--- src/verilog/cpu_settings.svh ---
`ifndef CPU_SETTINGS_SVH
`define CPU_SETTINGS_SVH

// Reset value of the instruction counter
`define CPU_START_ADDR    16'h0000

// Strobe cycles allowed without a reply before the bus cycle faults
`define CPU_BUS_TIMEOUT   16

// Opcodes, instruction bits 0..5
`define CPU_OP_LWT        6'o01
`define CPU_OP_AWT        6'o02
`define CPU_OP_LW         6'o03
`define CPU_OP_RW         6'o04
`define CPU_OP_AW         6'o05
`define CPU_OP_NR         6'o06
`define CPU_OP_UJ         6'o07
`define CPU_OP_JZ         6'o10
`define CPU_OP_HLT        6'o11

// ALU operations
`define CPU_ALU_PASS      2'd0
`define CPU_ALU_ADD       2'd1
`define CPU_ALU_AND       2'd2

`endif
--- src/verilog/cpu_pkg.sv ---
package cpu_pkg;

	// Machine word, bit 0 is the most significant
	typedef logic [0:15] word_t;

	// General register number r0..r7
	typedef logic [0:2] reg_sel_t;

	// Opcode field of the instruction word
	typedef logic [0:5] opcode_t;

	// ALU operation select
	typedef logic [0:1] alu_op_t;

	// Sequencer (P-M) states
	typedef enum logic [2:0] {
		STOPPED,
		FETCH,
		ARG,
		OPERAND,
		STORE,
		EXEC,
		HALTED,
		ALARM
	} seq_state_t;

endpackage

--- src/verilog/cpu_bus_if.sv ---
`timescale 1ns/100ps

// One memory cycle between sequencer, datapath and bus controller
interface cpu_bus_if;

	logic           req;
	logic           we;
	logic           done;
	logic           fault;
	cpu_pkg::word_t addr;
	cpu_pkg::word_t wdata;
	cpu_pkg::word_t rdata;

	modport seq  (output req, we, input done, fault);
	modport dp   (output addr, wdata, input rdata);
	modport ctrl (input req, we, addr, wdata, output done, fault, rdata);

endinterface

--- src/verilog/cpu_decode_if.sv ---
`timescale 1ns/100ps

// Properties of the instruction held in IR
interface cpu_decode_if;

	logic              two_word;
	logic              mem_read;
	logic              mem_write;
	logic              jump;
	logic              jump_zero;
	logic              halt;
	logic              illegal;
	cpu_pkg::alu_op_t  alu_op;

	modport dec (output two_word, mem_read, mem_write, jump, jump_zero, halt, illegal, alu_op);
	modport seq (input two_word, mem_read, mem_write, jump, jump_zero, halt, illegal, alu_op);

endinterface

--- src/verilog/cpu_dp_if.sv ---
`timescale 1ns/100ps

// Datapath strobes from the sequencer, zero flag back
interface cpu_dp_if;

	logic              ir_load;
	logic              arg_load;
	logic              ic_inc;
	logic              ic_load;
	logic              reg_write;
	logic              use_mem_operand;
	logic              addr_from_ar;
	cpu_pkg::alu_op_t  alu_op;
	logic              zero;

	modport seq (
		output ir_load, arg_load, ic_inc, ic_load, reg_write, use_mem_operand, addr_from_ar,
		output alu_op,
		input  zero
	);
	modport dp (
		input  ir_load, arg_load, ic_inc, ic_load, reg_write, use_mem_operand, addr_from_ar,
		input  alu_op,
		output zero
	);

endinterface

--- src/verilog/cpu.sv ---
`timescale 1ns/100ps

module cpu (
	input  logic           __clk,
	input  logic           arst_n,

	// Control panel
	input  logic           start,
	input  logic           stop,
	output logic           run,
	output logic           halted,
	output logic           alarm,

	// System bus
	output logic           bus_rd,
	output logic           bus_wr,
	output cpu_pkg::word_t bus_addr,
	output cpu_pkg::word_t bus_wdata,
	input  cpu_pkg::word_t bus_rdata,
	input  logic           bus_ok,
	input  logic           bus_en,
	input  logic           bus_pe
);

	cpu_pkg::word_t ir;

	cpu_bus_if    bus_i ();
	cpu_decode_if dec_i ();
	cpu_dp_if     dp_i ();

	// -------------------------------------------------------------------------
	// P-X bus cycle control
	// -------------------------------------------------------------------------

	cpu_bus_ctrl bus_ctrl_i (
		.__clk     (__clk),
		.arst_n    (arst_n),
		.bus       (bus_i.ctrl),
		.bus_rd    (bus_rd),
		.bus_wr    (bus_wr),
		.bus_addr  (bus_addr),
		.bus_wdata (bus_wdata),
		.bus_ok    (bus_ok),
		.bus_en    (bus_en),
		.bus_pe    (bus_pe),
		.bus_rdata (bus_rdata)
	);

	// -------------------------------------------------------------------------
	// P-M sequencer, P-D decoder, P-R/P-A datapath
	// -------------------------------------------------------------------------

	cpu_sequencer sequencer_i (
		.__clk  (__clk),
		.arst_n (arst_n),
		.start  (start),
		.stop   (stop),
		.run    (run),
		.halted (halted),
		.alarm  (alarm),
		.dec    (dec_i.seq),
		.dp     (dp_i.seq),
		.bus    (bus_i.seq)
	);

	cpu_decoder decoder_i (
		.ir  (ir),
		.dec (dec_i.dec)
	);

	cpu_datapath datapath_i (
		.__clk  (__clk),
		.arst_n (arst_n),
		.dp     (dp_i.dp),
		.bus    (bus_i.dp),
		.ir     (ir)
	);

endmodule

--- src/verilog/cpu_bus_ctrl.sv ---
`timescale 1ns/100ps

`include "cpu_settings.svh"

module cpu_bus_ctrl (
	input  logic           __clk,
	input  logic           arst_n,
	cpu_bus_if.ctrl        bus,
	output logic           bus_rd,
	output logic           bus_wr,
	output cpu_pkg::word_t bus_addr,
	output cpu_pkg::word_t bus_wdata,
	input  logic           bus_ok,
	input  logic           bus_en,
	input  logic           bus_pe,
	input  cpu_pkg::word_t bus_rdata
);

	localparam int TMO_W = $clog2(`CPU_BUS_TIMEOUT);

	typedef enum logic [1:0] {PH_IDLE, PH_STROBE, PH_GAP} phase_t;

	phase_t           phase;
	logic             we_q;
	logic [TMO_W-1:0] tmo_cnt;
	logic             tmo_hit;
	cpu_pkg::word_t   rdata_q;

	assign tmo_hit = (tmo_cnt == TMO_W'(`CPU_BUS_TIMEOUT - 1));

	// Strobes only while waiting for a reply
	assign bus_rd = (phase == PH_STROBE) && !we_q;
	assign bus_wr = (phase == PH_STROBE) && we_q;

	// Address and data are held by the datapath for the whole cycle
	assign bus_addr  = bus.addr;
	assign bus_wdata = bus.wdata;
	assign bus.rdata = rdata_q;

	always_ff @(posedge __clk or negedge arst_n) begin
		if (!arst_n) begin
			phase     <= PH_IDLE;
			we_q      <= 1'b0;
			tmo_cnt   <= '0;
			bus.done  <= 1'b0;
			bus.fault <= 1'b0;
		end else begin
			bus.done  <= 1'b0;
			bus.fault <= 1'b0;
			case (phase)
				PH_IDLE: begin
					if (bus.req) begin
						we_q    <= bus.we;
						tmo_cnt <= '0;
						phase   <= PH_STROBE;
					end
				end
				PH_STROBE: begin
					tmo_cnt <= tmo_cnt + 1'b1;
					if (bus_ok) begin
						bus.done <= 1'b1;
						phase    <= PH_IDLE;
					end else if (bus_pe) begin
						bus.fault <= 1'b1;
						phase     <= PH_IDLE;
					end else if (bus_en) begin
						phase <= PH_GAP;
					end else if (tmo_hit) begin
						// No memory at this address
						bus.fault <= 1'b1;
						phase     <= PH_IDLE;
					end
				end
				PH_GAP: begin
					// Refused, strobe again with a fresh timeout
					tmo_cnt <= '0;
					phase   <= PH_STROBE;
				end
				default: phase <= PH_IDLE;
			endcase
		end
	end

	always_ff @(posedge __clk) begin
		if (phase == PH_STROBE && bus_ok && !we_q)
			rdata_q <= bus_rdata;
	end

endmodule

--- src/verilog/cpu_datapath.sv ---
`timescale 1ns/100ps

`include "cpu_settings.svh"

module cpu_datapath (
	input  logic           __clk,
	input  logic           arst_n,
	cpu_dp_if.dp           dp,
	cpu_bus_if.dp          bus,
	output cpu_pkg::word_t ir
);

	cpu_pkg::word_t    regs [0:7];
	cpu_pkg::word_t    ic;
	cpu_pkg::word_t    ar;
	logic              zero_q;
	cpu_pkg::reg_sel_t ra;
	cpu_pkg::word_t    reg_a;
	cpu_pkg::word_t    t_ext;
	cpu_pkg::word_t    operand;
	cpu_pkg::word_t    result;

	// -------------------------------------------------------------------------
	// ALU (P-A)
	// -------------------------------------------------------------------------

	assign ra      = ir[7:9];
	assign reg_a   = regs[ra];
	assign t_ext   = {{10{ir[10]}}, ir[10:15]};
	assign operand = dp.use_mem_operand ? bus.rdata : t_ext;

	always_comb begin
		case (dp.alu_op)
			`CPU_ALU_ADD: result = reg_a + operand;
			`CPU_ALU_AND: result = reg_a & operand;
			default:      result = operand;
		endcase
	end

	// -------------------------------------------------------------------------
	// Registers (P-R)
	// -------------------------------------------------------------------------

	always_ff @(posedge __clk or negedge arst_n) begin
		if (!arst_n) begin
			for (int i = 0; i < 8; i++)
				regs[i] <= '0;
			zero_q <= 1'b0;
		end else if (dp.reg_write) begin
			regs[ra] <= result;
			zero_q   <= (result == '0);
		end
	end

	// Instruction counter, jump target comes from AR
	always_ff @(posedge __clk or negedge arst_n) begin
		if (!arst_n)
			ic <= `CPU_START_ADDR;
		else if (dp.ic_load)
			ic <= ar;
		else if (dp.ic_inc)
			ic <= ic + 16'd1;
	end

	always_ff @(posedge __clk) begin
		if (dp.ir_load)
			ir <= bus.rdata;
		if (dp.arg_load)
			ar <= bus.rdata;
	end

	assign bus.addr  = dp.addr_from_ar ? ar : ic;
	assign bus.wdata = reg_a;
	assign dp.zero   = zero_q;

endmodule

--- src/verilog/cpu_decoder.sv ---
`timescale 1ns/100ps

`include "cpu_settings.svh"

module cpu_decoder (
	input cpu_pkg::word_t ir,
	cpu_decode_if.dec     dec
);

	cpu_pkg::opcode_t op;

	assign op = ir[0:5];

	always_comb begin
		dec.two_word  = 1'b0;
		dec.mem_read  = 1'b0;
		dec.mem_write = 1'b0;
		dec.jump      = 1'b0;
		dec.jump_zero = 1'b0;
		dec.halt      = 1'b0;
		dec.illegal   = 1'b0;
		dec.alu_op    = `CPU_ALU_PASS;
		case (op)
			`CPU_OP_LWT: begin
				// Short value passed straight to A
			end
			`CPU_OP_AWT: dec.alu_op = `CPU_ALU_ADD;
			`CPU_OP_LW: begin
				dec.two_word = 1'b1;
				dec.mem_read = 1'b1;
			end
			`CPU_OP_RW: begin
				dec.two_word  = 1'b1;
				dec.mem_write = 1'b1;
			end
			`CPU_OP_AW: begin
				dec.two_word = 1'b1;
				dec.mem_read = 1'b1;
				dec.alu_op   = `CPU_ALU_ADD;
			end
			`CPU_OP_NR: begin
				dec.two_word = 1'b1;
				dec.mem_read = 1'b1;
				dec.alu_op   = `CPU_ALU_AND;
			end
			`CPU_OP_UJ: begin
				dec.two_word = 1'b1;
				dec.jump     = 1'b1;
			end
			`CPU_OP_JZ: begin
				dec.two_word  = 1'b1;
				dec.jump_zero = 1'b1;
			end
			`CPU_OP_HLT: dec.halt = 1'b1;
			default: dec.illegal = 1'b1;
		endcase
	end

endmodule

--- src/verilog/cpu_sequencer.sv ---
`timescale 1ns/100ps

module cpu_sequencer (
	input  logic       __clk,
	input  logic       arst_n,
	input  logic       start,
	input  logic       stop,
	output logic       run,
	output logic       halted,
	output logic       alarm,
	cpu_decode_if.seq  dec,
	cpu_dp_if.seq      dp,
	cpu_bus_if.seq     bus
);

	cpu_pkg::seq_state_t state;
	cpu_pkg::seq_state_t state_nx;
	logic mem_busy;    // memory cycle in flight
	logic ir_ready;    // fresh instruction in IR, dispatch now
	logic stop_pend;
	logic boot;        // first cycle after reset acts as start
	logic mem_state;

	// States that need a bus cycle before they can move on
	assign mem_state = (state == cpu_pkg::ARG) || (state == cpu_pkg::OPERAND) ||
		(state == cpu_pkg::STORE) ||
		(state == cpu_pkg::FETCH && !ir_ready && !stop_pend);

	assign bus.req = mem_state && !mem_busy;
	assign bus.we  = (state == cpu_pkg::STORE);

	assign dp.addr_from_ar    = (state == cpu_pkg::OPERAND) || (state == cpu_pkg::STORE);
	assign dp.use_mem_operand = dec.mem_read;
	assign dp.alu_op          = dec.alu_op;

	// Panel lamps
	assign run    = !(state == cpu_pkg::STOPPED || state == cpu_pkg::HALTED ||
		state == cpu_pkg::ALARM);
	assign halted = (state == cpu_pkg::HALTED);
	assign alarm  = (state == cpu_pkg::ALARM);

	// -------------------------------------------------------------------------
	// Next state and datapath strobes
	// -------------------------------------------------------------------------

	always_comb begin
		state_nx     = state;
		dp.ir_load   = 1'b0;
		dp.arg_load  = 1'b0;
		dp.ic_inc    = 1'b0;
		dp.ic_load   = 1'b0;
		dp.reg_write = 1'b0;
		case (state)
			cpu_pkg::STOPPED: begin
				if (start || boot)
					state_nx = cpu_pkg::FETCH;
			end
			cpu_pkg::FETCH: begin
				if (ir_ready) begin
					if (dec.illegal)
						state_nx = cpu_pkg::ALARM;
					else if (dec.two_word)
						state_nx = cpu_pkg::ARG;
					else
						state_nx = cpu_pkg::EXEC;
				end else if (bus.done) begin
					dp.ir_load = 1'b1;
					dp.ic_inc  = 1'b1;
				end else if (!mem_busy && stop_pend) begin
					state_nx = cpu_pkg::STOPPED;
				end
			end
			cpu_pkg::ARG: begin
				if (bus.done) begin
					dp.arg_load = 1'b1;
					dp.ic_inc   = 1'b1;
					if (dec.mem_read)
						state_nx = cpu_pkg::OPERAND;
					else if (dec.mem_write)
						state_nx = cpu_pkg::STORE;
					else
						state_nx = cpu_pkg::EXEC;
				end
			end
			cpu_pkg::OPERAND: if (bus.done) state_nx = cpu_pkg::EXEC;
			cpu_pkg::STORE:   if (bus.done) state_nx = cpu_pkg::FETCH;
			cpu_pkg::EXEC: begin
				dp.reg_write = !(dec.jump || dec.jump_zero || dec.halt);
				dp.ic_load   = dec.jump || (dec.jump_zero && dp.zero);
				state_nx     = dec.halt ? cpu_pkg::HALTED : cpu_pkg::FETCH;
			end
			default: begin
				// HALTED continues after HLT, ALARM restarts at IC
				if (start)
					state_nx = cpu_pkg::FETCH;
			end
		endcase
		if (bus.fault)
			state_nx = cpu_pkg::ALARM;
	end

	always_ff @(posedge __clk or negedge arst_n) begin
		if (!arst_n) begin
			state     <= cpu_pkg::STOPPED;
			mem_busy  <= 1'b0;
			ir_ready  <= 1'b0;
			stop_pend <= 1'b0;
			boot      <= 1'b1;
		end else begin
			state    <= state_nx;
			boot     <= 1'b0;
			ir_ready <= (state == cpu_pkg::FETCH) && bus.done;
			if (bus.req)
				mem_busy <= 1'b1;
			else if (bus.done || bus.fault)
				mem_busy <= 1'b0;
			if (state_nx == cpu_pkg::STOPPED || start)
				stop_pend <= 1'b0;
			else if (stop)
				stop_pend <= 1'b1;
		end
	end

endmodule

--- config.mk ---
export PLATFORM = sky130hd
export DESIGN_NAME = cpu
export DESIGN_NICKNAME = d
export VERILOG_FILES = /design/src/verilog/cpu_pkg.sv /design/src/verilog/cpu_bus_if.sv /design/src/verilog/cpu_decode_if.sv /design/src/verilog/cpu_dp_if.sv /design/src/verilog/cpu.sv /design/src/verilog/cpu_bus_ctrl.sv /design/src/verilog/cpu_datapath.sv /design/src/verilog/cpu_decoder.sv /design/src/verilog/cpu_sequencer.sv
export VERILOG_INCLUDE_DIRS = /design/src /design/src/verilog
export SDC_FILE = /design/constraint.sdc
export NUM_CORES = 1
export LEC_CHECK = 0
export ABC_AREA = 1
export BUFFER_PORTS_ARGS = -buffer_cell sky130_fd_sc_hd__buf_2
export CAP_MARGIN = 20
export CELL_PAD_IN_SITES_DETAIL_PLACEMENT = 1
export CELL_PAD_IN_SITES_GLOBAL_PLACEMENT = 2
export CORE_ASPECT_RATIO = 1.4
export CORE_MARGIN = 2
export CORE_UTILIZATION = 41
export CTS_BUF_LIST = sky130_fd_sc_hd__clkbuf_16
export DETAILED_ROUTE_END_ITERATION = 7
export HOLD_SLACK_MARGIN = 0.02
export MAX_ROUTING_LAYER = met4
export PLACE_DENSITY = 0.84
export SLEW_MARGIN = 0
export SYNTH_ARGS = -nofsm -noshare
export SYNTH_HDL_FRONTEND = slang
export SYNTH_SLANG_ARGS = --single-unit
--- constraint.sdc ---
create_clock -name __clk -period 4.6 [get_ports __clk]
set_input_delay 0.69 -clock __clk [delete_from_list [all_inputs] [get_ports __clk]]
set_output_delay 0.69 -clock __clk [all_outputs]
set_load 0.01 [all_outputs]
# Yosys cells after proc, flatten, opt, wreduce, memory -nomap -nowiden
# Index checks and enable logic that the tools add are counted.
[classes] shift=0 n_mux=59 add_sub_neg=3 magnitude_cmp=2 n_reduce_logical=44 bitwise=2 multipliers=0 div=0 n_eq_ne=23
[ops] op="$bwmux W128" count=1
[ops] op="$mux W16" count=7
[ops] op="$bmux W16 S3" count=1
[ops] op="$demux W16 S3" count=1
[ops] op="$mux W3" count=13
[ops] op="$pmux W16 S2" count=1
[ops] op="$eq A6 B3 Y1 const B" count=4
[ops] op="$mux W1" count=24
[ops] op="$pmux W3 S6" count=1
[ops] op="$add A16 B1 Y16 const B" count=1
[ops] op="$add A16 B16 Y16" count=1
[ops] op="$and A16 B16 Y16" count=1
[ops] op="$logic_not A16 Y1" count=1
[ops] op="$eq A3 B3 Y1 const B" count=4
[ops] op="$eq A6 B2 Y1 const B" count=2
[ops] op="$eq A6 B4 Y1 const B" count=2
[ops] op="$logic_or A1 B1 Y1" count=12
[ops] op="$pmux W4 S3" count=1
[ops] op="$logic_and A1 B1 Y1" count=11
[ops] op="$mux W2" count=5
[ops] op="$reduce_or A9 Y1" count=1
[ops] op="$eq A3 B2 Y1 const B" count=2
[ops] op="$eq A6 B1 Y1 const B" count=1
[ops] op="$logic_not A1 Y1" count=6
[ops] op="22 further kinds" count=29
[totals] latchBits=0 output_inout_bits=37 elab_cells=156 mem_bits_ro=0 mem_bits_rw=0 regBits=209 in_bits=23 memories=0

# Longest topological paths before layout
# Gate-level depths: netlist (run 1).
[logic_depth] ltp_word=11 depth_mapped=27 depth_no_buf=26

# Modules after synthesis
# From an unflattened synthesis (run 1), not the netlist that was laid out.
[hier_totals] cells_unflattened=1339 area_unflattened_um2=11018.1
[modules_own_cells] module="cpu_datapath" area_per_inst_um2=9023.7 seq_area_each_um2=4589.4 instances=1 cells_each=1098
[modules_own_cells] module="cpu_bus_ctrl" area_per_inst_um2=1159.9 seq_area_each_um2=705.7 instances=1 cells_each=102
[modules_own_cells] module="cpu_sequencer" area_per_inst_um2=669.4 seq_area_each_um2=176.4 instances=1 cells_each=100
[modules_own_cells] module="cpu_decoder" area_per_inst_um2=165.2 seq_area_each_um2=0.0 instances=1 cells_each=39

# Worst setup path after synthesis (run 1)
# OpenSTA, ideal clock, no wires.
[synth_path] path_type="reg2reg" from="register datapath_i.ir[6]" to="register datapath_i.zero_q, in the netlist datapath_i.dp.zero" setup_time_ns=0.120 n_path_buf=0 required_time_ns=4.480 t_arrival_ns=2.998 stages_incl_launch_ff=22 synth_period_minus_slack_ns=3.119 setup_slack_ns=1.481 path_cell_list="edfxtp_1 -> inv_1 -> nor3_1 -> inv_1 -> o22ai_1 -> or4_1 -> inv_1 -> ha_1 -> inv_1 -> fa_1 -> inv_1 -> nand3_1 -> nand3_1 -> nand2_1 -> nand2_1 -> nor2_1 -> o21ai_0 -> nand2_2 -> nand2_1 -> nor2_1 -> nand4_1 -> nand2_1"
[synth_between] elab_chain_cells=7 elab_cells_between_ends=8 classes_between="1 x add/sub; 4 x mux; 2 x bitwise; 1 x reduce/logical"
[synth_lines] item="start, declared" line_no="cpu_datapath.sv:10" source="output cpu_pkg::word_t ir"
[synth_lines] item="start signal, assigned" line_no="cpu_datapath.sv:67" source="ir <= bus.rdata;"
[synth_lines] item="$not A3 Y4 (not written as such) (*)" line_no="cpu_datapath.sv:28" source="assign reg_a = regs[ra];"
[synth_lines] item="$bmux W16 S3 (*)" line_no="cpu_datapath.sv:28"
[synth_lines] item="$mux W16 (not written as such) (*) (2 in a row)" line_no="cpu_datapath.sv:28"
[synth_lines] item="named net bus_wdata[0]" line_no="cpu.sv:18" source="output cpu_pkg::word_t bus_wdata,"
[synth_lines] item="$add A16 B16 Y16 / $and A16 B16 Y16 (equally long branches)" line_no="cpu_datapath.sv:34, cpu_datapath.sv:35"
[synth_lines] item="$pmux W16 S2 (*)" line_no="cpu_datapath.sv:33" source="case (dp.alu_op)"
[synth_lines] item="$logic_not A16 Y1 (*)" line_no="cpu_datapath.sv:51" source="zero_q <= (result == '0);"
[synth_lines] item="end signal, assigned" line_no="cpu_datapath.sv:51"
[synth_lines] item="end, declared" line_no="cpu_datapath.sv:16" source="logic zero_q;"
# Mark *: on every way through the listed nets, which the timed path passes. The rest lies on a longest branch. The select of a mux whose other input is x is not followed.
# A chain may end at the register's enable or synchronous reset.

# Worst setup path in the final report (run 1)
[layout_path] from="register datapath_i.ir[6]" to="register datapath_i.zero_q, in the netlist datapath_i.dp.zero"
[layout_between] elab_chain_cells=7 elab_cells_between_ends=8 classes_between="1 x add/sub; 4 x mux; 2 x bitwise; 1 x reduce/logical"
[layout_lines] item="$not A3 Y4 (not written as such) (*)" line_no="cpu_datapath.sv:28"
[layout_lines] item="$bmux W16 S3 (*)" line_no="cpu_datapath.sv:28"
[layout_lines] item="$mux W16 (not written as such) (*) (2 in a row)" line_no="cpu_datapath.sv:28"
[layout_lines] item="$add A16 B16 Y16 / $and A16 B16 Y16 (equally long branches)" line_no="cpu_datapath.sv:34, cpu_datapath.sv:35"
[layout_lines] item="$pmux W16 S2 (*)" line_no="cpu_datapath.sv:33"
[layout_lines] item="$logic_not A16 Y1 (*)" line_no="cpu_datapath.sv:51"
# Every way passes the cells marked *; elsewhere a longest branch is shown, timed or not. The select of a mux whose other input is x is not followed.

==> impl_summary.log, run 1 <==
INFO  metric status = complete, no violations
INFO  metric yosysWarningCount = 0
INFO  metric dominant_combinational_cell_family_by_area_after_synthesis = simple AND/OR/NAND/NOR gates
INFO  metric placementRows = 70
INFO  metric xor_xnor_cell_area_share_of_the_yosys_netlist = 0.8177%
INFO  metric drc_errors = 0
INFO  metric ys_top_cells_by_area = sky130_fd_sc_hd__dfrtp_1, sky130_fd_sc_hd__edfxtp_1, sky130_fd_sc_hd__nand2_1
INFO  metric overflow = 0
INFO  metric start_util = 41.32%
INFO  metric setup.worst_path.start_class = flop
INFO  metric die_area = 0.02745 mm2
INFO  metric hp-class = in2async
INFO  metric clock_sink_count = 208
INFO  metric setup_total_negative_slack = 0 ps
INFO  metric sw_pwr = 2659 uW
INFO  metric detailed_place_hpwl = 25.23 mm
INFO  metric post_synth_fa_ha_maj_area_fraction = 2.757%
INFO  metric nets = 1388
INFO  metric sequentialPowerShare = 40.8%
INFO  metric number_of_pins_with_negative_max_slew_slack_in_the_final_report = 0
INFO  metric clock_tree.buffer_depth = 3
INFO  metric share_clk_of_total_power = 26.6%
INFO  metric grt_start_max_net_pins = 85
INFO  metric yosys.cell_count.top_type = sky130_fd_sc_hd__nand2_1
INFO  metric post_synth_instance_area = 0.01071 mm2
INFO  metric groute.usage.overall = 26.21%
INFO  metric rsz0062_at_grt = no
INFO  metric cts.htree.levels = 1
INFO  metric cts.clk_slew.worst_paths = 70 ps
INFO  metric post-route-period-util = 90.19%
INFO  metric grt_first_pass_wirelength = 54.63 mm
INFO  metric final-hold-violation-count = 0
INFO  metric intPower = 4322 uW
INFO  metric detail_route.vias_per_cell = 5.421
INFO  metric port_buffers = 59
INFO  metric route.antenna.remaining_nets = 0
INFO  metric slew_headroom = 32.55%
INFO  metric synth_nets = 1327
INFO  metric cts_tree = built
INFO  metric synth_common_cells = sky130_fd_sc_hd__nand2_1, sky130_fd_sc_hd__dfrtp_1, sky130_fd_sc_hd__o21ai_0
INFO  metric worst_ep_arrival_time = 4560 ps
INFO  metric type_of_the_worst_setup_path = reg2reg
INFO  metric post-route-worst-setup-slack = 451.5 ps
INFO  metric yosys.area_share.simple = 23.47%
INFO  metric finalClockSkew = 16.55 ps
INFO  metric setup_viol = 0
INFO  metric synth_async_sr_flop_share = 77.40%
INFO  metric tritoncts.num_buffers = 23
INFO  metric final_core_utilization = 47.25%
INFO  metric first_iter_violations = 535
INFO  metric comb_power_share = 32.6%
INFO  metric synth_compound_gate_area_share = 15.04%
INFO  metric max_slew.worst_pin.slew = 1009 ps
INFO  metric pre_cts_ws = 453.2 ps
INFO  metric pin_count = 60
INFO  metric detailroute.via_count = 9123
INFO  metric synth.ff_latch_count = 208
INFO  metric routed_wire_length_per_instance = 20.57 um
INFO  metric p_leak = 0.005844 uW
INFO  metric required_time_of_the_worst_setup_path = 5010 ps
INFO  metric fmaxAchievable = 0.2411 GHz
INFO  metric cts_hold_buffers = 0
INFO  metric clk_root_buffer_cell = sky130_fd_sc_hd__clkbuf_16
INFO  metric syn2layout_area_growth = 14.37%
INFO  metric synth_seq_area_share = 50.80%
INFO  metric antenna-diode-count = 0
INFO  metric netlist_instances = 1281
INFO  metric core = 0.02592 mm2
INFO  metric sw_frac_of_total = 38.08%
INFO  metric minimum_period_implied_by_the_final_worst_setup_slack = 4149 ps
INFO  metric netlist.top_cell.by_area = sky130_fd_sc_hd__dfrtp_1
INFO  metric gp_congestion = 0.8823
INFO  metric ir_worst_vdd = 0.3441 mV
INFO  metric insertion_delay = 530 ps
INFO  metric die-height = 195.2 um
INFO  metric syn_area_per_cell = 8.362 um2
INFO  metric yosys.cell_types.count = 52
INFO  metric synth-edff-count = 47
INFO  metric cts-resized-gates = 0
INFO  metric power.density_cell_area = 569.9 mW/mm2
INFO  metric yosys_most_used_dff = sky130_fd_sc_hd__dfrtp_1
INFO  metric cap_violations = 0
INFO  metric critical_path.endpoint_type = flop
INFO  metric muxShareOfSynthArea = 0.09345%
INFO  metric detail_route.first_pass.iterations = 5
INFO  metric grt_pass1_vias = 9753
INFO  metric post_route_cells_drive_above_1_share = 13.17%
INFO  metric cp_max_fanout = 12
INFO  metric initial_antenna_violation_count = 0
INFO  metric synth_largest_type_area_fraction = 37.38%
INFO  metric cts_setup_buffers = 0
INFO  metric finalWirelength = 34.62 mm
INFO  metric floorplan.die.width = 140.6 um
through the flow:
step	instance area (um2)	power (uW)	hold slack, ps	std cells
after detailed placement	11470	5147	465.0	1640
after floorplan	10710	4281	394.4	1281
final	12250	6981	218.6	1683
after global placement	11420	5064	462.8	1638
after CTS	12220	7038	256.7	1682
after global routing	12250	7466	287.6	1683
cell type report:
| class | instances | area, um2 |
|---|---|---|
| fillers | 3156 | 13670 |
| repair buffers | 83 | 554.3 |
| multi-input cells | 884 | 4562 |
| flip-flops and latches | 208 | 5441 |
| clock inverters | 19 | 173.9 |
| well taps | 324 | 405.4 |
| inverters | 142 | 538.0 |
| clock buffers | 23 | 575.6 |
routing by layer:
metal / share of wire [%] / wire (um) / track usage (%)
met5: 0 / 0 / -
met2: 53 / 18270 / 47.55
met4: 3.4 / 1162 / 8.815
met3: 3.1 / 1059 / 2.673
met1: 41 / 14130 / 30.19
sequential cells by signal, indices dropped and copies added, names as in the netlist:
signal and count:
sequencer_i.boot 1, bus_ctrl_i.bus.fault 1, sequencer_i.stop_pend 1, datapath_i.ic 16, sequencer_i.mem_busy 1, sequencer_i.state 3
datapath_i.ar 16, datapath_i.dp.zero 1, sequencer_i.ir_ready 1, bus_ctrl_i.bus.rdata 16, datapath_i.ir 15, bus_ctrl_i.phase 2
bus_ctrl_i.tmo_cnt 4, bus_ctrl_i.we_q 1, bus_ctrl_i.bus.done 1, datapath_i.regs 128
final timing paths:
path / from / slack (ps) / depth (start not counted) / end
min: arst_n / 220 / 1 / datapath_i.ic[0]
max reg2reg: datapath_i.ir[6] / 450 / 23 / datapath_i.dp.zero
min reg2reg: datapath_i.regs[38] / 480 / 2 / datapath_i.regs[38]
max in group asynchronous: arst_n / 3430 / 2 / datapath_i.regs[61]
min in group __clk: bus_rdata[6] / 340 / 1 / bus_ctrl_i.bus.rdata[6]
max: datapath_i.ir[6] / 450 / 23 / datapath_i.dp.zero
power groups by stage:
stage	Sequential (uW)	Combinational [uW]	Clock [uW]
after floorplan	2720	1560	0
after global placement	2860	2200	0
after detailed placement	2870	2270	0
after CTS	2850	2290	1900
after global routing	2910	2600	1960
final	2850	2270	1860
placed cells by master (no fill, tap or decap), drive strengths merged, types with 3 or more instances in the layout:
master / netlist / final
ha: 22 / 22
buf: 8 / 83
nor3: 20 / 20
clkinv: 0 / 7
bufinv: 0 / 3
inv: 142 / 149
nand3: 59 / 59
o211ai: 5 / 5
edfxtp: 47 / 47
a22o: 10 / 10
o21ai: 180 / 180
nor4: 4 / 4
and2: 3 / 3
dfrtp: 160 / 160
nor2: 61 / 61
a221oi: 10 / 10
xor2: 9 / 9
nand4: 20 / 20
clkbuf: 39 / 23
a31oi: 3 / 3
a21oi: 38 / 38
a22oi: 11 / 11
nand2: 387 / 387
or4: 4 / 4
or2: 4 / 4
o22ai: 23 / 23
worst max-delay path, stage by stage (launching register included):
cell	delay, ps
sky130_fd_sc_hd__edfxtp_1	490
sky130_fd_sc_hd__inv_1	200
sky130_fd_sc_hd__nor3_2	70
sky130_fd_sc_hd__buf_4	210
sky130_fd_sc_hd__inv_1	190
sky130_fd_sc_hd__or2_2	140
sky130_fd_sc_hd__o21ai_0	50
sky130_fd_sc_hd__or4_1	400
sky130_fd_sc_hd__inv_1	130
sky130_fd_sc_hd__ha_1	280
sky130_fd_sc_hd__inv_1	110
sky130_fd_sc_hd__fa_1	360
sky130_fd_sc_hd__inv_1	150
sky130_fd_sc_hd__nand3_1	90
sky130_fd_sc_hd__nand3_1	210
sky130_fd_sc_hd__nand2_1	90
sky130_fd_sc_hd__nand2_1	90
sky130_fd_sc_hd__nor2_1	40
sky130_fd_sc_hd__o21ai_0	240
sky130_fd_sc_hd__nand2_2	190
sky130_fd_sc_hd__nand2_1	110
sky130_fd_sc_hd__nor2_1	50
sky130_fd_sc_hd__nand4_1	90
sky130_fd_sc_hd__nand2_1	60
cells by family after synthesis:
| logic type | Yosys count |
|---|---|
| simple gates | 564 |
| other cells | 1 |
| mux | 1 |
| fa+ha+maj | 23 |
| flops | 208 |
| xor+xnor | 10 |
| compound gates | 285 |
| buf+inv | 189 |
Note: power is estimated with default switching activity, not from simulation.
==> inputs of run 2 (changes only) <==
--- a/config.mk
+++ b/config.mk
@@ -6,19 +6,21 @@
 export SDC_FILE = /design/constraint.sdc
 export NUM_CORES = 1
 export LEC_CHECK = 0
-export ABC_AREA = 1
+export ABC_AREA = 0
 export BUFFER_PORTS_ARGS = -buffer_cell sky130_fd_sc_hd__buf_2
 export CAP_MARGIN = 20
 export CELL_PAD_IN_SITES_DETAIL_PLACEMENT = 1
 export CELL_PAD_IN_SITES_GLOBAL_PLACEMENT = 2
 export CORE_ASPECT_RATIO = 1.4
 export CORE_MARGIN = 2
-export CORE_UTILIZATION = 41
+export CORE_UTILIZATION = 44
 export CTS_BUF_LIST = sky130_fd_sc_hd__clkbuf_16
 export DETAILED_ROUTE_END_ITERATION = 7
 export HOLD_SLACK_MARGIN = 0.02
 export MAX_ROUTING_LAYER = met4
-export PLACE_DENSITY = 0.84
+export PLACE_DENSITY = 0.83
+export SETUP_SLACK_MARGIN = 0.1
+export SKIP_CTS_REPAIR_TIMING = 1
 export SLEW_MARGIN = 0
 export SYNTH_ARGS = -nofsm -noshare
 export SYNTH_HDL_FRONTEND = slang
==> run 2 against run 1 <==
Net effect: count of clock-buffer cells in the layout did not move; flip-flop and latch count is the same; largest power group unchanged; utilization increased by 5.5 points; first-iteration DRC count is 16% lower; global-route usage shrank 0.85 points; critical path type unchanged; setup slack worse by 320 ps; worst hold slack got worse by 69 ps; sequential power fell by 5%; combinational power fell by 19%; synthesized cell count is 26% lower.
==> impl_summary.log, run 2 <==
INFO  metric cts_tree = built
INFO  metric pin_count = 60 (unchanged)
INFO  metric status = complete, no violations
INFO  metric ys_top_cells_by_area = sky130_fd_sc_hd__dfrtp_1, sky130_fd_sc_hd__edfxtp_1, sky130_fd_sc_hd__mux2_2
INFO  metric final_common_cell = sky130_fd_sc_hd__dfrtp_1
INFO  metric hp-class = in2async
INFO  metric type_of_the_worst_setup_path = reg2reg
INFO  metric synth_async_sr_flop_share = 77.40% (unchanged)
INFO  metric critical_path.endpoint_type = flop
INFO  metric port_buffers = 59 (unchanged)
INFO  metric final_core_utilization = 52.73% (+5.5 points)
INFO  metric die_area = 0.02465 mm2 (-10%)
INFO  metric detail_route.first_pass.iterations = 5 (unchanged)
INFO  metric placementRows = 66 (-5.7%)
INFO  metric synth_common_cells = sky130_fd_sc_hd__dfrtp_1, sky130_fd_sc_hd__nand2_1, sky130_fd_sc_hd__o21ai_0
INFO  metric syn2layout_area_growth = 18.47%
INFO  metric regMostFlops = datapath_i.regs
INFO  metric drc_errors = 0 (unchanged)
INFO  metric design_power_total = 6197 uW (-11%)
INFO  metric tritoncts.num_buffers = 23 (unchanged)
INFO  metric nets = 1107 (-20%)
INFO  metric layout_common_cells = sky130_fd_sc_hd__dfrtp_1, sky130_fd_sc_hd__nand2_1, sky130_fd_sc_hd__o21ai_0
INFO  metric finalClockSkew = 18.94 ps (+2.394 ps)
INFO  metric detail_route.vias_per_cell = 5.804 (+7.1%)
INFO  metric post-route-period-util = 97.18% (+7.0 points)
INFO  metric cap_violations = 0 (unchanged)
INFO  metric initial_antenna_violation_count = 0 (unchanged)
INFO  metric syn_area_per_cell = 10.83 um2 (+30%)
INFO  metric yosysWarningCount = 0 (unchanged)
INFO  metric synth_largest_type_area_fraction = 38.90% (+1.5 points)
INFO  metric cts.clk_slew.worst_paths = 70 ps (about the same)
INFO  metric first_iter_violations = 448 (-16%)
INFO  metric setup_viol = 0 (unchanged)
INFO  metric critPathSlowestCell = sky130_fd_sc_hd__or4b_4
INFO  metric stdcell_count = 1380 (-18%)
INFO  metric yosys_most_used_dff = sky130_fd_sc_hd__dfrtp_1
INFO  metric setup_total_negative_slack = 0 ps (unchanged)
INFO  metric gp_congestion = 0.8767 (-0.63%)
INFO  metric yosys.cell_types.count = 71 (+37%)
INFO  metric crit_family = simple AND/OR/NAND/NOR gates
INFO  metric worst_ep_arrival_time = 4890 ps (+330 ps)
INFO  metric p_leak = 0.005429 uW (-7.1%)
INFO  metric post-place-cells = 1317 (-20%)
INFO  metric power.density_cell_area = 508.3 mW/mm2 (-11%)
INFO  metric clock_tree.buffer_depth = 3 (unchanged)
INFO  metric grt_first_pass_wirelength = 47.12 mm (-14%)
INFO  metric minimum_period_implied_by_the_final_worst_setup_slack = 4470 ps (+321.9 ps)
INFO  metric routed_wire_length_per_instance = 22.21 um (+8.0%)
INFO  metric cp_max_fanout = 12 (unchanged)
INFO  metric synth_seq_area_share = 52.87% (+2.1 points)
INFO  metric rsz0062_at_grt = no
INFO  metric final-hold-violation-count = 0 (unchanged)
INFO  metric max_slew.worst_pin.slew = 1102 ps (+92.56 ps)
INFO  metric antenna-diode-count = 0 (unchanged)
INFO  metric floorplan.die.width = 133.3 um (-5.2%)
INFO  metric synth.ff_latch_count = 208 (unchanged)
INFO  metric post_synth_instance_area = 0.01029 mm2 (-3.9%)
INFO  metric reg2reg_depth = 15 (-35%)
INFO  metric clock_sink_count = 208 (unchanged)
INFO  metric grt_start_max_net_pins = 73 (-14%)
INFO  metric number_of_pins_with_negative_max_slew_slack_in_the_final_report = 0 (unchanged)
INFO  metric insertion_delay = 520 ps (about the same)
INFO  metric slew_headroom = 26.36% (-6.2 points)
INFO  metric largest_reg_flops = 128 (unchanged)
INFO  metric synth-edff-count = 47 (unchanged)
INFO  metric groute.usage.overall = 25.36% (-0.85 points)
INFO  metric max_stage_delay = 540 ps (+50 ps)
INFO  metric core = 0.02312 mm2 (-11%)
INFO  metric ir_worst_vdd = 0.3629 mV (+5.4%)
INFO  metric grt_pass1_vias = 8454 (-13%)
INFO  metric fillers = 2531 (-20%)
INFO  metric yosys.cell_count.top_type = sky130_fd_sc_hd__dfrtp_1
INFO  metric fmaxAchievable = 0.2237 GHz (-7.2%)
INFO  metric cp.depth = 15 (-35%)
INFO  metric netlist_instances = 950 (-26%)
INFO  metric required_time_of_the_worst_setup_path = 5020 ps (about the same)
INFO  metric detailroute.via_count = 8009 (-12%)
INFO  metric clk_root_buffer_cell = sky130_fd_sc_hd__clkbuf_16
INFO  metric die-height = 185.0 um (-5.3%)
INFO  metric fin_worst_hold_slack = 150.1 ps (-68.50 ps)
INFO  metric netlist.top_cell.by_area = sky130_fd_sc_hd__dfrtp_1
INFO  metric crit_chain = clkbuf_2, nor3_1, buf_4, a22oi_1, nand4_1, buf_4, ha_4, a21oi_4, a21oi_2, or3_1, a32o_1, mux2_2, or4_1, or4b_4, o41ai_4
INFO  metric synth_nets = 996 (-25%)
INFO  metric finalWirelength = 30.66 mm (-11%)
INFO  metric route.antenna.remaining_nets = 0 (unchanged)
INFO  metric start_util = 44.51% (+3.2 points)
INFO  metric post_route_cells_drive_above_1_share = 27.37% (+14 points)
INFO  metric cp.buffers_inverters = 3 (-3)
INFO  metric worst_path_most_repeated_cell = sky130_fd_sc_hd__buf_4
INFO  metric overflow = 0 (unchanged)
INFO  metric detailed_place_hpwl = 21.23 mm (-16%)
INFO  metric setup.worst_path.start_class = flop
INFO  metric cts.htree.levels = 1 (unchanged)
## run 2: cell count changes in the layout (fill, tap and decap cells not counted), moves of 14 or more
cell	before	now
sky130_fd_sc_hd__nand2_1	370	124
sky130_fd_sc_hd__o21ai_1	28	2
sky130_fd_sc_hd__inv_1	134	21
sky130_fd_sc_hd__a21oi_1	33	18
sky130_fd_sc_hd__o21ai_0	152	95
sky130_fd_sc_hd__buf_4	20	70
sky130_fd_sc_hd__nor2_1	53	39
sky130_fd_sc_hd__mux2_2	0	90
sky130_fd_sc_hd__nand3_1	54	10
sky130_fd_sc_hd__a21o_1	0	14
sky130_fd_sc_hd__a22oi_1	11	44
## run 2: per-layer routing
metal | part of all wire, % | track usage [%]
met5 | 0 | -
met4 | 2.2 | 7.447
met3 | 3.5 | 2.901
met2 | 54 | 46.68
met1 | 40 | 29.07
## run 2: power by group
part | switching [uW] | internal [uW]
Combinational | 990 | 848
Clock | 753 | 905
Sequential | 342 | 2360
Total | 2080 | 4110
## run 2: logic make-up (layout without fill, tap and decap cells)
logic type,after synthesis,after routing,share of synthesized area (%)
simple gates,289,289,13.69
compound gates,243,243,15.17
flops,208,208,52.87
mux,98,98,10.67
buf+inv,65,189,2.662
fa+ha+maj,23,23,2.869
xor+xnor,23,23,2.030
other cells,1,1,0.03643
## run 2: cell type report
type	instances	area, um2	share of cell area (%)
well taps	306	382.9	3.140
flip-flops and latches	208	5441	44.63
multi-input cells	677	4770	39.12
clock inverters	15	72.57	0.5952
clock buffers	23	575.6	4.720
repair buffers	134	887.1	7.276
inverters	17	63.81	0.5233
## run 2: final timing paths
| path | start | endpoint | slack [ps] |
|---|---|---|---|
| worst max-delay path | datapath_i.ir[8] | datapath_i.dp.zero | 130 |
| worst min-delay path | arst_n | datapath_i.ic[4] | 150 |
| worst max register to register | datapath_i.ir[8] | datapath_i.dp.zero | 130 |
| worst min register to register | datapath_i.regs[105] | datapath_i.regs[105] | 480 |
| max in group asynchronous | arst_n | datapath_i.regs[1] | 3430 |
| min in group __clk | bus_rdata[3] | bus_ctrl_i.bus.rdata[3] | 350 |
## run 2: metrics by stage
step / area, um2 / worst slack, ps
3_3_place_gp: 11150 / 145.6
4_1_cts: 11800 / -9.818
2_1_floorplan: 10290 / 120.2
5_1_grt: 12190 / 11.54
3_5_place_dp: 11150 / 16.52
6_report: 12190 / 129.6
==> inputs of run 3 (changes only) <==
--- a/config.mk
+++ b/config.mk
@@ -8,17 +8,16 @@
 export LEC_CHECK = 0
 export ABC_AREA = 0
 export BUFFER_PORTS_ARGS = -buffer_cell sky130_fd_sc_hd__buf_2
-export CAP_MARGIN = 20
 export CELL_PAD_IN_SITES_DETAIL_PLACEMENT = 1
 export CELL_PAD_IN_SITES_GLOBAL_PLACEMENT = 2
 export CORE_ASPECT_RATIO = 1.4
 export CORE_MARGIN = 2
-export CORE_UTILIZATION = 44
+export CORE_UTILIZATION = 37
 export CTS_BUF_LIST = sky130_fd_sc_hd__clkbuf_16
 export DETAILED_ROUTE_END_ITERATION = 7
 export HOLD_SLACK_MARGIN = 0.02
 export MAX_ROUTING_LAYER = met4
-export PLACE_DENSITY = 0.83
+export PLACE_DENSITY = 0.74
 export SETUP_SLACK_MARGIN = 0.1
 export SKIP_CTS_REPAIR_TIMING = 1
 export SLEW_MARGIN = 0
==> constraint.sdc (replaced) <==
create_clock -name __clk -period 4.1 [get_ports __clk]
set_input_delay 0.615 -clock __clk [delete_from_list [all_inputs] [get_ports __clk]]
set_output_delay 0.615 -clock __clk [all_outputs]
set_load 0.01 [all_outputs]
==> run 3 against run 2 <==
Net effect: the flow now finishes with violations (negative setup slack); worst hold slack lost 11 ps; clock skew shrank 7.1 ps; die area grew 18%.
==> impl_summary.log, run 3 (synthesis results as in run 2) <==
INFO  metric nets = 1155 (+4.3%)
INFO  metric number_of_pins_with_negative_max_slew_slack_in_the_final_report = 0 (unchanged)
INFO  metric drc_errors = 0 (unchanged)
INFO  metric regMostFlops = datapath_i.regs
INFO  metric grt_pass1_vias = 8856 (+4.8%)
INFO  metric route.antenna.remaining_nets = 0 (unchanged)
INFO  metric grt_first_pass_wirelength = 49.94 mm (+6.0%)
INFO  metric setup_total_negative_slack = -120.6 ps (-120.6 ps)
INFO  metric first_iter_violations = 346 (-23%)
INFO  metric pre_cts_ws = -330.3 ps (-346.9 ps)
INFO  metric clock_sink_count = 208 (unchanged)
INFO  metric p_leak = 0.005649 uW (+4.0%)
INFO  metric finalClockSkew = 11.89 ps (-7.052 ps)
INFO  metric post-route-worst-setup-slack = -120.6 ps (-250.2 ps)
INFO  metric layout_common_cells = sky130_fd_sc_hd__dfrtp_1, sky130_fd_sc_hd__nand2_1, sky130_fd_sc_hd__buf_4
INFO  metric tritoncts.num_buffers = 22 (-4.3%)
INFO  metric antenna-diode-count = 0 (unchanged)
INFO  metric grt_start_max_net_pins = 75 (+2.7%)
INFO  metric setup_viol = 1 (+1)
INFO  metric final_common_cell = sky130_fd_sc_hd__dfrtp_1
INFO  metric detail_route.first_pass.iterations = 4 (-1)
INFO  metric slew_headroom = 42.21% (+16 points)
INFO  metric gp_congestion = 0.9210 (+5.1%)
INFO  metric start_util = 37.46% (-7.1 points)
INFO  metric rsz0062_at_grt = yes
INFO  metric failed_checks = negative setup slack
INFO  metric status = finished with violations
INFO  metric clk_root_buffer_cell = sky130_fd_sc_hd__clkbuf_16
INFO  metric max_slew.worst_pin.slew = 858.9 ps (-243.0 ps)
INFO  metric cts.htree.levels = 1 (unchanged)
INFO  metric critical_path.endpoint_type = flop
INFO  metric port_buffers = 59 (unchanged)
INFO  metric detailroute.via_count = 8112 (+1.3%)
INFO  metric die_area = 0.02919 mm2 (+18%)
INFO  metric worst_ep_arrival_time = 4630 ps (-260 ps)
INFO  metric detailed_place_hpwl = 23.15 mm (+9.0%)
INFO  metric hp-class = in2async
INFO  metric post-route-period-util = 102.9% (+5.8 points)
INFO  metric cts.clk_slew.worst_paths = 70 ps (about the same)
INFO  metric type_of_the_worst_setup_path = reg2reg
INFO  metric fmaxAchievable = 0.2369 GHz (+5.9%)
INFO  metric clock_tree.buffer_depth = 3 (unchanged)
INFO  metric pin_count = 60 (unchanged)
INFO  metric largest_reg_flops = 128 (unchanged)
INFO  metric ir_worst_vdd = 0.2710 mV (-25%)
INFO  metric overflow = 0 (unchanged)
INFO  metric insertion_delay = 520 ps (about the same)
INFO  metric minimum_period_implied_by_the_final_worst_setup_slack = 4221 ps (-249.8 ps)
INFO  metric routed_wire_length_per_instance = 21.24 um (-4.4%)
INFO  metric detail_route.vias_per_cell = 5.430 (-6.4%)
INFO  metric core = 0.02748 mm2 (+19%)
INFO  metric groute.usage.overall = 22.51% (-2.9 points)
INFO  metric required_time_of_the_worst_setup_path = 4510 ps (-510 ps)
INFO  metric cp_max_fanout = 5 (-7)
INFO  metric syn2layout_area_growth = 22.70%
INFO  metric finalWirelength = 31.73 mm (+3.5%)
INFO  metric power.density_cell_area = 562.3 mW/mm2 (+11%)
INFO  metric cap_violations = 0 (unchanged)
INFO  metric floorplan.die.width = 145.0 um (+8.8%)
INFO  metric final-hold-violation-count = 0 (unchanged)
INFO  metric initial_antenna_violation_count = 0 (unchanged)
INFO  metric die-height = 201.3 um (+8.9%)
INFO  metric post_route_cells_drive_above_1_share = 30.43% (+3.1 points)
INFO  metric placementRows = 72 (+9.1%)
INFO  metric setup.worst_path.start_class = flop
INFO  metric cts_tree = built
[run 3: cell type report]
cell class	count	area (um2)
Clock buffer	23	575.6
Sequential cell	208	5441
Fill cell	3011	14850
Timing Repair Buffer	183	1240
Tap cell	370	462.9
Multi-Input combinational cell	677	4755
Clock inverter	16	90.09
Inverter	17	63.81
[run 3: stage by stage]
stage               cells  hold WS (ps)  total power (uW)  util (%)  area (um2)
floorplan             950         319.4              4285         -       10420
global placement     1445         460.4              5113     43.06       11830
detailed placement   1445         463.5              5200     43.06       11830
CTS                  1484         156.5              7116     45.48       12500
global route         1494         188.0              7537     45.96       12630
finish               1494         138.6              7101     45.96       12630
[run 3: path summary, 6_finish.rpt]
kind / startpoint / endpoint / slack, ps / cells past startpoint
worst max register to register: datapath_i.ir[14] / datapath_i.dp.zero / -120 / 14
worst min-delay path: arst_n / datapath_i.regs[98] / 140 / 1
worst max-delay path: datapath_i.ir[14] / datapath_i.dp.zero / -120 / 14
min in group __clk: bus_rdata[10] / bus_ctrl_i.bus.rdata[10] / 270 / 1
worst min register to register: bus_ctrl_i.bus.rdata[9] / datapath_i.ar[9] / 480 / 0
max in group asynchronous: arst_n / datapath_i.regs[31] / 3090 / 2
[run 3: where the power goes]
| part | internal, uW | switching, uW |
|---|---|---|
| registers | 2650 | 385 |
| clock network | 1070 | 824 |
| logic | 1050 | 1130 |
| total | 4760 | 2340 |
[run 3: critical path, cell delays in order (launching register included)]
cell	delay, ps
sky130_fd_sc_hd__edfxtp_1	380
sky130_fd_sc_hd__or3_4	410
sky130_fd_sc_hd__a211oi_2	220
sky130_fd_sc_hd__buf_4	170
sky130_fd_sc_hd__buf_4	110
sky130_fd_sc_hd__mux2_2	350
sky130_fd_sc_hd__ha_1	320
sky130_fd_sc_hd__nand2_1	130
sky130_fd_sc_hd__a21oi_2	50
sky130_fd_sc_hd__or3_1	340
sky130_fd_sc_hd__a32o_1	280
sky130_fd_sc_hd__mux2_4	270
sky130_fd_sc_hd__or4_1	400
sky130_fd_sc_hd__or4b_1	490
sky130_fd_sc_hd__o41ai_2	200
[run 3: metal layers]
metal | GRT usage (%) | up-vias | wire, um
li1 | - | 3807 | -
met1 | 26.32 | 4139 | 13040
met2 | 40.36 | 117 | 16780
met3 | 2.766 | 49 | 998
met4 | 7.001 | 0 | 910
met5 | - | - | 0
